[config.mk]
export PLATFORM = sky130hd
export DESIGN_NAME = aluTop
export DESIGN_NICKNAME = d
export VERILOG_FILES = /design/src/aluPkg.sv /design/src/aluOperandStage.sv /design/src/aluResultStage.sv /design/src/aluTop.sv /design/src/carrySelectAdder.sv
export SDC_FILE = /design/constraint.sdc
export NUM_CORES = 1
export LEC_CHECK = 0
export BUFFER_PORTS_ARGS = -buffer_cell sky130_fd_sc_hd__buf_2
export CAP_MARGIN = 15
export CORE_ASPECT_RATIO = 0.75
export CORE_UTILIZATION = 25
export DETAILED_ROUTE_END_ITERATION = 8
export PLACE_DENSITY = 0.45
export SYNTH_ARGS = -nofsm -noshare
export SYNTH_HDL_FRONTEND = slang
export SYNTH_SLANG_ARGS = --single-unit
[constraint.sdc]
create_clock -name clock -period 2 [get_ports clock]
set_input_delay 0.6 -clock clock [delete_from_list [all_inputs] [get_ports clock]]
set_output_delay 0.6 -clock clock [all_outputs]
set_load 0.01 [all_outputs]
[src/aluPkg.sv]
/*
 * Shared definitions for the two-stage integer ALU.
 * Holds the default widths, the opcode encoding and the packed
 * structs that travel between the operand and result stages.
 */
`default_nettype none

package aluPkg;

	localparam int DataWidth = 64;
	localparam int SegWidth = 16;
	localparam int HalfWidth = 32;

	// opcode encoding follows the execute unit's 4-bit op field
	typedef enum logic [3:0] {
		opAdd      = 4'h0,
		opSub      = 4'h1,
		opAdc      = 4'h2,
		opSbb      = 4'h3,
		opTst      = 4'h4,
		opAnd      = 4'h5,
		opOr       = 4'h6,
		opXor      = 4'h7,
		opCmpNe    = 4'h8,
		opCmpHs    = 4'h9,
		opCmpGe    = 4'hA,
		opReserved = 4'hB,
		opCmpEq    = 4'hC,
		opCmpHi    = 4'hD,
		opCmpGt    = 4'hE,
		opCselT    = 4'hF
	} aluOp_e;

	typedef struct packed {
		logic   qword;
		logic   zext;
		aluOp_e op;
	} aluCtrl_t;

	// flags of Rs - Rt, once for the low word and once for the full qword
	typedef struct packed {
		logic zero32;
		logic carry32;
		logic sign32;
		logic ovf32;
		logic zero64;
		logic carry64;
		logic sign64;
		logic ovf64;
	} condFlags_t;

	typedef struct packed {
		aluCtrl_t               ctrl;
		logic                   srT;
		logic [DataWidth-1:0]   sum;
		logic                   sumCarry32;
		logic                   sumCarry64;
		logic [DataWidth-1:0]   logicVal;
		condFlags_t             flags;
		logic                   tstZero32;
		logic                   tstZero64;
	} stageReg_t;

endpackage

`default_nettype wire

[src/aluOperandStage.sv]
/*
 * First ALU stage.
 * Forms the add and subtract results, the logic and CSELT value,
 * the compare flags of Rs - Rt and the TST zero bits, and registers
 * them together with ctrl and T. Holds while exHold is high.
 */
`default_nettype none

module aluOperandStage #(
	parameter int DataWidth = aluPkg::DataWidth
) (
	input  wire                    clock,
	input  wire                    rstN,
	input  wire                    exHold,
	input  wire aluPkg::aluCtrl_t  ctrl,
	input  wire  [DataWidth-1:0]   valRs,
	input  wire  [DataWidth-1:0]   valRt,
	input  wire                    srT,
	output aluPkg::stageReg_t      stageOut
);

	import aluPkg::*;

	logic [DataWidth-1:0] addSum;
	logic [DataWidth-1:0] subSum;
	logic [DataWidth-1:0] andVal;
	logic [DataWidth-1:0] logicVal;
	logic                 addCarry32;
	logic                 addCarry64;
	logic                 subCarry32;
	logic                 subCarry64;
	logic                 addCarryIn;
	logic                 subCarryIn;
	logic                 useAdd;
	condFlags_t           flags;
	stageReg_t            nextStage;

	// ADC feeds T in, SBB feeds the inverted borrow in
	assign addCarryIn = (ctrl.op == opAdc) && srT;
	assign subCarryIn = (ctrl.op == opSbb) ? !srT : 1'b1;

	carrySelectAdder #(
		.Width    (DataWidth),
		.SegWidth (SegWidth)
	) addUnit (
		.a         (valRs),
		.b         (valRt),
		.invertB   (1'b0),
		.carryIn   (addCarryIn),
		.sum       (addSum),
		.carryHalf (addCarry32),
		.carryFull (addCarry64)
	);

	carrySelectAdder #(
		.Width    (DataWidth),
		.SegWidth (SegWidth)
	) subUnit (
		.a         (valRs),
		.b         (valRt),
		.invertB   (1'b1),
		.carryIn   (subCarryIn),
		.sum       (subSum),
		.carryHalf (subCarry32),
		.carryFull (subCarry64)
	);

	assign useAdd = (ctrl.op == opAdd) || (ctrl.op == opAdc);
	assign andVal = valRs & valRt;

	always_comb
	begin
		case (ctrl.op)
			opTst, opAnd: logicVal = andVal;
			opOr:         logicVal = valRs | valRt;
			opXor:        logicVal = valRs ^ valRt;
			opCselT:      logicVal = srT ? valRs : valRt;
			default:      logicVal = '0;
		endcase
	end

	// carry set means no borrow, i.e. Rs >= Rt unsigned
	assign flags.zero32  = (subSum[HalfWidth-1:0] == '0);
	assign flags.carry32 = subCarry32;
	assign flags.sign32  = subSum[HalfWidth-1];
	assign flags.ovf32   = (valRs[HalfWidth-1] ^ valRt[HalfWidth-1]) &&
		(subSum[HalfWidth-1] ^ valRs[HalfWidth-1]);
	assign flags.zero64  = (subSum == '0);
	assign flags.carry64 = subCarry64;
	assign flags.sign64  = subSum[DataWidth-1];
	assign flags.ovf64   = (valRs[DataWidth-1] ^ valRt[DataWidth-1]) &&
		(subSum[DataWidth-1] ^ valRs[DataWidth-1]);

	always_comb
	begin
		nextStage.ctrl       = ctrl;
		nextStage.srT        = srT;
		nextStage.sum        = useAdd ? addSum : subSum;
		nextStage.sumCarry32 = useAdd ? addCarry32 : subCarry32;
		nextStage.sumCarry64 = useAdd ? addCarry64 : subCarry64;
		nextStage.logicVal   = logicVal;
		nextStage.flags      = flags;
		nextStage.tstZero32  = (andVal[HalfWidth-1:0] == '0);
		nextStage.tstZero64  = (andVal == '0);
	end

	always_ff @(posedge clock or negedge rstN)
	begin
		if (!rstN)
			stageOut <= '0;
		else if (!exHold)
			stageOut <= nextStage;
	end

endmodule

`default_nettype wire

[src/aluResultStage.sv]
/*
 * Second ALU stage.
 * Picks the result value and the new T bit per opcode from the
 * registered stage-1 data, sign- or zero-extends in 32-bit mode and
 * registers valOut and srTOut. Holds while exHold is high.
 */
`default_nettype none

module aluResultStage #(
	parameter int DataWidth = aluPkg::DataWidth
) (
	input  wire                     clock,
	input  wire                     rstN,
	input  wire                     exHold,
	input  wire aluPkg::stageReg_t  stageIn,
	output logic [DataWidth-1:0]    valOut,
	output logic                    srTOut
);

	import aluPkg::*;

	logic [DataWidth-1:0] resultVal;
	logic [DataWidth-1:0] extVal;
	logic                 resultT;
	logic                 qword;
	logic                 extBit;
	logic                 zeroW;
	logic                 carryW;
	logic                 signedLt;
	logic                 tstZeroW;
	logic                 sumCarryW;

	assign qword = stageIn.ctrl.qword;

	// flag set for the active width
	assign zeroW     = qword ? stageIn.flags.zero64  : stageIn.flags.zero32;
	assign carryW    = qword ? stageIn.flags.carry64 : stageIn.flags.carry32;
	assign signedLt  = qword ?
		(stageIn.flags.sign64 ^ stageIn.flags.ovf64) :
		(stageIn.flags.sign32 ^ stageIn.flags.ovf32);
	assign tstZeroW  = qword ? stageIn.tstZero64 : stageIn.tstZero32;
	assign sumCarryW = qword ? stageIn.sumCarry64 : stageIn.sumCarry32;

	always_comb
	begin
		resultVal = stageIn.sum;
		resultT   = stageIn.srT;
		case (stageIn.ctrl.op)
			opAdd, opSub: ;
			opAdc:   resultT = sumCarryW;
			opSbb:   resultT = !sumCarryW;
			opTst:
			begin
				resultVal = stageIn.logicVal;
				resultT   = tstZeroW;
			end
			opAnd, opOr, opXor, opCselT: resultVal = stageIn.logicVal;
			opCmpNe: resultT = !zeroW;
			opCmpEq: resultT = zeroW;
			opCmpHs: resultT = carryW;
			opCmpHi: resultT = carryW && !zeroW;
			opCmpGe: resultT = !signedLt;
			opCmpGt: resultT = !signedLt && !zeroW;
			// opReserved
			default: resultVal = '0;
		endcase
	end

	// 32-bit mode keeps the low word and fills above it
	assign extBit = !stageIn.ctrl.zext && resultVal[HalfWidth-1];
	assign extVal = qword ? resultVal :
		{{(DataWidth-HalfWidth){extBit}}, resultVal[HalfWidth-1:0]};

	always_ff @(posedge clock or negedge rstN)
	begin
		if (!rstN)
		begin
			valOut <= '0;
			srTOut <= 1'b0;
		end
		else if (!exHold)
		begin
			valOut <= extVal;
			srTOut <= resultT;
		end
	end

endmodule

`default_nettype wire

[src/aluTop.sv]
/*
 * Two-stage integer ALU for the execute unit.
 * A result appears at valOut and srTOut two unheld clock edges after
 * its operands are sampled. exHold freezes both stages.
 */
`default_nettype none

module aluTop #(
	parameter int DataWidth = aluPkg::DataWidth
) (
	input  wire                    clock,
	input  wire                    rstN,
	input  wire                    exHold,
	input  wire aluPkg::aluCtrl_t  ctrl,
	input  wire  [DataWidth-1:0]   valRs,
	input  wire  [DataWidth-1:0]   valRt,
	input  wire                    srT,
	output logic [DataWidth-1:0]   valOut,
	output logic                   srTOut
);

	import aluPkg::*;

	stageReg_t stageOut;

	aluOperandStage #(
		.DataWidth (DataWidth)
	) operandStage (
		.clock    (clock),
		.rstN     (rstN),
		.exHold   (exHold),
		.ctrl     (ctrl),
		.valRs    (valRs),
		.valRt    (valRt),
		.srT      (srT),
		.stageOut (stageOut)
	);

	aluResultStage #(
		.DataWidth (DataWidth)
	) resultStage (
		.clock   (clock),
		.rstN    (rstN),
		.exHold  (exHold),
		.stageIn (stageOut),
		.valOut  (valOut),
		.srTOut  (srTOut)
	);

endmodule

`default_nettype wire

[src/carrySelectAdder.sv]
/*
 * Segmented carry-select adder.
 * Each segment adds with carry-in 0 and 1 in parallel, and the
 * segment carries then pick one of the two. Optionally inverts b,
 * which with carryIn set gives a - b. Carry at the half point is
 * exported for 32-bit mode.
 */
`default_nettype none

module carrySelectAdder #(
	parameter int Width = 64,
	parameter int SegWidth = 16
) (
	input  wire  [Width-1:0] a,
	input  wire  [Width-1:0] b,
	input  wire              invertB,
	input  wire              carryIn,
	output logic [Width-1:0] sum,
	output logic             carryHalf,
	output logic             carryFull
);

	localparam int NumSeg = Width / SegWidth;

	logic [Width-1:0]  bEff;
	logic [SegWidth:0] segSum0 [NumSeg];
	logic [SegWidth:0] segSum1 [NumSeg];
	// segCarry[i] is the carry into segment i
	logic [NumSeg:0]   segCarry;

	assign bEff = invertB ? ~b : b;
	assign segCarry[0] = carryIn;

	for (genvar i = 0; i < NumSeg; i++)
	begin : g_seg
		// both candidate sums are ready before the carry arrives
		assign segSum0[i] = {1'b0, a[i*SegWidth +: SegWidth]} +
			{1'b0, bEff[i*SegWidth +: SegWidth]};
		assign segSum1[i] = {1'b0, a[i*SegWidth +: SegWidth]} +
			{1'b0, bEff[i*SegWidth +: SegWidth]} + 1'b1;

		assign segCarry[i+1] = segCarry[i] ? segSum1[i][SegWidth] : segSum0[i][SegWidth];
		assign sum[i*SegWidth +: SegWidth] = segCarry[i] ?
			segSum1[i][SegWidth-1:0] : segSum0[i][SegWidth-1:0];
	end

	assign carryHalf = segCarry[NumSeg/2];
	assign carryFull = segCarry[NumSeg];

endmodule

`default_nettype wire
Word level (Yosys, flattened, before mapping):

Index checks and enable logic that the tools add are counted.

* register bits: 212
* latch bits: 0
* memory bits (writable): 0
* memory bits (read-only): 0
* bits of input ports: 138
* output and inout port bits: 65
* word-level logic and storage cells: 118
* memories: 0

* add/sub/neg operators: 16
* multiply operators: 0
* div/mod/pow operators: 0
* magnitude comparators: 0
* eq/ne operators: 21
* shifts and indexed selects: 0
* muxes and demuxes: 30
* bitwise operators: 10
* reduce and logical (&&, ||, !) cells: 21

Operator list (count)
* 64-bit case mux with 4 select lines: 1
* 64-bit two-way mux: 3
* 16-bit by 16-bit adder with 17-bit output: 8
* 17-bit by 1-bit adder with 17-bit output (second input constant): 8
* 64-bit logical NOT: 2
* 16-bit two-way mux: 8
* 64-bit case mux with 2 select lines: 1
* 64-bit bitwise AND: 1
* 32-bit logical NOT: 2
* 64-bit inverter: 1
* 64-bit bitwise OR: 1
* 64-bit XOR: 1
* 4-bit by 3-bit equality test with 1-bit output (second input constant): 8
* 4-bit equality test (second input constant): 8
* 4-bit by 2-bit equality test with 1-bit output (second input constant): 4
* 1-bit two-way mux: 16
* 10-bit OR reduction: 1
* 1-bit case mux with 9 select lines: 1
* 4-bit logical NOT: 2
* 1-bit logical AND: 6
* 1-bit XOR: 6
* 1-bit logical NOT: 5
* 5-bit OR reduction: 1
* 4-bit by 1-bit equality test with 1-bit output (second input constant): 1
* 2 further kinds: 2

Longest topological paths before layout:

* depth in word-level cells: 9
* depth in mapped cells: 20

Cells and area by module:

From an unflattened synthesis, not the netlist that was laid out.

* cells, all modules: 2989
* area total of the unflattened synthesis: 24382.1 µm²

By module, submodules not included
* aluOperandStage: instances 1, cells an instance 1150, area each 10219.8 µm²
* carrySelectAdder (operandStage.addUnit): instances 1, cells an instance 754, area each 5405.2 µm²
* carrySelectAdder (operandStage.subUnit): instances 1, cells an instance 681, area each 5028.6 µm²
* aluResultStage: instances 1, cells an instance 404, area each 3728.6 µm²

Least setup slack after synthesis:

Ideal clock, no wire load.

* path type: input port to flip-flop
* start point: in valRt[0]
* end point: reg, netlist name operandStage.stageOut[5]
* arrival: 5043 ps
* required time: 1934 ps
* path slack: -3109 ps
* stages on the path: 19
* path through: inv_1 > ha_1 > fa_1 > nor2b_1 > o211ai_1 > nand3b_1 > xnor2_1 > nor4_2 > nand4b_1 > nor4b_4 > xnor2_1 > a21oi_1 > or2_1 > buf_2 > nor2_1 > a32oi_1 > or4_1 > a2111oi_1 > a22o_1

* longest elaborated chain between the ends: 8
* elaborated cells between the ends (all ways): 11
* those cells by class: add/sub: 2; mux: 7; bitwise: 1; reduce/logical: 1

RTL lines
* from (decl): RTL line aluTop.sv:16 `input wire [DataWidth-1:0] valRt,`
* 64-bit inverter *
* 16-bit by 16-bit adder with 17-bit output *: RTL line carrySelectAdder.sv:37, carrySelectAdder.sv:39
* 17-bit by 1-bit adder with 17-bit output: RTL line carrySelectAdder.sv:40 `{1'b0, bEff[i*SegWidth +: SegWidth]} + 1'b1;`
* 1-bit two-way mux (3 in a row): RTL line carrySelectAdder.sv:42 `assign segCarry[i+1] = segCarry[i] ? segSum1[i][SegWidth] : segSum0[i][SegWidth];`
* 16-bit two-way mux: RTL line carrySelectAdder.sv:43 `assign sum[i*SegWidth +: SegWidth] = segCarry[i] ?`
* 64-bit logical NOT *: RTL line aluOperandStage.sv:88 `assign flags.zero64 = (subSum == '0);`

Mark *: on every way between the ends. The rest lies on a longest branch, timed or not.
A chain may end at the register's enable or synchronous reset.

Worst setup path after layout:

* start point: in valRt[16]
* end point: reg, netlist name operandStage.stageOut[5]

* longest elaborated chain between the ends: 7
* elaborated cells between the ends (all ways): 9
* those cells by class: add/sub: 2; mux: 5; bitwise: 1; reduce/logical: 1

RTL lines (RTL line)
* 64-bit inverter *
* 16-bit by 16-bit adder with 17-bit output *: carrySelectAdder.sv:37, carrySelectAdder.sv:39
* 17-bit by 1-bit adder with 17-bit output: carrySelectAdder.sv:40
* 1-bit two-way mux (2 in a row): carrySelectAdder.sv:42
* 16-bit two-way mux: carrySelectAdder.sv:43
* 64-bit logical NOT *: aluOperandStage.sv:88

Marks and branches as above.

==> run metrics <==
status finished with violations; failing checks negative setup slack; die height 258 µm; Top Usage Layer GRT met1; root buf cell clkbuf_16; Detailed Place HPWL 73700 µm; Seq pwr share 0.244; Hold Fails Final Rpt 0; largest net degree at the start of global routing 186; CTS H-tree depth 1; Setup crit end kind register; Syn Inst Count 2890; area of the multi-input gates 0.0175 mm²; Non-Filler Instances 5094; Setup CP Type in2reg; fmax 219 MHz; crit path max fanout 6; TritonCTS Buffers 31; drt pass-1 iters 7; antenna viol nets, final 0; skew final 0.0256 ns; synthesized area per cell 7.55 µm²; Synth Flop Type dfrtp_1; Worst-path clk slew 0.06 ns; GRT overflow 0; Design Area, Final 0.0352 mm²; Clock Power Share 0.266; Initial Utilization 0.254; CP arrival 5.13 ns; die span in x 343 µm; clock latency on the worst-skew pair 0.62 ns; worst slew pin tran 0.685 ns; RSZ-0062 raised after global routing yes; top-count cell post-synth nand2_1; Vias/cell 4.82; vias in the first global route 23997; ranking of synthesized cells by area dfrtp_1 24%, ha_1 11%, o21ai_0 7.5%, nand2_1 6.5%, xnor2_1 6.1%; NumNets Final 4266; FF/Latch Area 0.00531 mm²; P_sw 8.29 mW; WL/cell 18.8 µm; CTS max path bufs 3; Leakage 16.2 nW; met3 usage 0.0453; sw frac 0.381; CTS tree done; Core Rows 93; initial antenna violation count 21; Power Dens Cells 618 mW/mm²; CP Launch Type input port; share of layout cells above drive strength 1 0.411; routability cong. 0.923; Cell variety after synth 95; final setup margin -2.57 ns; core area 0.0861 mm²; VDD IR max 788 µV; vias 24555; Final setup viols 72; crit path time final 4.57 ns; Synth Register Bits 212; Post-route DRC 0; DP Area 0.0314 mm²; Power Total 21.8 mW; Mapped Area 0.0218 mm²; fillers 8945; combinational share of power 0.491; PortBufs 202; Max-slew headroom 0.540; commonest cells in the netlist 377 x nand2_1, 329 x o21ai_0, 233 x inv_1; Pint 13.5 mW; drt initial violations 1700; Synth async-reset ratio 1.00; max cap viols 0; Worst EP required 2.56 ns; Synth area leader dfrtp_1; EDFF count, synth 0; clock sink count 212; register area share after synthesis 0.243; met2 Usage GRT 0.288; placed insts 4952; Post-Route WL 95700 µm; GRT Total Usage 0.209; first-pass GRT wire length 145000 µm; crit share post-route 2.28; die area 0.0885 mm²; Synth Net Count 3236; Synth-to-Final Area Change 61.3%; Hold Path Class in2reg; IO Pins 203; GR Util met1 0.330; Synth warnings 0; Synth top area share 0.243; fin. max-slew vios 0
==> cells by family (layout without fill, tap and decap cells) <==
logic type / Yosys count / count (layout) / synth area share
simple gates: 926 / 926 / 0.202
xor+xnor: 214 / 214 / 0.0867
flops: 212 / 212 / 0.243
fa+ha+maj: 208 / 208 / 0.122
buf+inv: 410 / 1465 / 0.0719
compound gates: 884 / 884 / 0.257
mux: 36 / 36 / 0.0174
other cells: 0 / 9 / 0
==> registers in the layout, indices dropped and copies added, names as in the netlist <==
signal                 count
operandStage.stageOut    147
resultStage.srTOut         1
resultStage.valOut        64
==> critical path: stages <==
cell and delay [ns]:
buf_8 0.08, inv_4 0.03, ha_4 0.15, inv_2 0.05, fa_2 0.23, o21bai_4 0.09
and3_4 0.19, or3_4 0.35, a21oi_4 0.15, xnor2_2 0.09, or4_4 0.55, or3_1 0.37
or4_4 0.59, a21bo_4 0.27, nand2_4 0.09, xnor2_4 0.17, mux2i_1 0.12, or4_4 0.54
a2111oi_4 0.27, a22o_1 0.16
==> area by class of cell <==
cell class | count | area share
Multi-Input combinational cell | 2268 | 0.497
Timing Repair Buffer | 1171 | 0.255
Sequential cell | 212 | 0.151
Tap cell | 1140 | 0.0405
Clock buffer | 47 | 0.0271
Inverter | 236 | 0.0264
Clock inverter | 11 | 0.00302
Antenna cell | 9 | 0.000640
==> power by group through the flow <==
stage	logic, mW	clock network [mW]	registers, mW
2_1_floorplan	4.68	0	5.34
3_3_place_gp	9.46	0	5.36
3_5_place_dp	9.47	0	5.37
4_1_cts	10.2	5.95	5.30
5_1_grt	11.6	6.09	5.38
6_report	10.7	5.79	5.31
==> timing repair <==
item / CTS / global route
hold endpoints to repair: 33 / 0
hold buffers: 1 / 0
setup buffers: 51 / 31
gates cloned: 1 / 1
resized for setup: 312 / 148
pin swaps: 144 / 95
setup endpoints to repair: 170 / 140
==> routing by layer <==
layer | wire length (µm) | vias up
met2 | 37200 | 554
li1 | - | 12265
met1 | 50500 | 11623
met4 | 1410 | 22
met5 | 133 | -
met3 | 6460 | 91
==> per-stage QoR <==
stage / utilization / hold WS [ns] / TNS, ns / setup slack (ns)
finish: 0.409 / 0.228 / -130.77 / -2.57
global route: 0.409 / 0.216 / -140.84 / -2.67
CTS: 0.398 / 0.192 / -122.83 / -2.41
detailed placement: 0.365 / 0.467 / -283.06 / -3.56
global placement: 0.365 / 0.450 / -281.45 / -3.47
floorplan: - / 0.304 / -140.94 / -2.89
==> final timing paths <==
path | from | endpoint | slack [ns] | cells after the start
min reg2reg | resultStage.valOut[19] | resultStage.valOut[19] | 0.47 | 2
max reg2reg | operandStage.stageOut[146] | resultStage.srTOut | 0.08 | 7
max in group asynchronous | rstN | operandStage.stageOut[49] | 0.83 | 3
min | ctrl[4] | operandStage.stageOut[145] | 0.23 | 2
max | valRt[16] | operandStage.stageOut[5] | -2.57 | 20
min in group asynchronous | rstN | operandStage.stageOut[84] | 0.51 | 2
==> placed cells by master, fill, tap and decap left out, drive strengths merged, types with 16 or more instances in the layout <==
master,n
mux2i,21
nand3,61
a22oi,42
xor2,62
a21oi,175
o21bai,20
a211oi,21
o31ai,21
nand2b,30
or3,27
nor3,68
inv,235
buf,1169
a21o,29
ha,200
nand2,378
o21a,16
xnor2,152
nor2,168
or2,17
nor4,44
a221oi,71
clkbuf,48
a22o,36
o21ai,332
nor2b,36
and3,22
dfrtp,212
No activity file was read; power rests on OpenSTA's default activity.
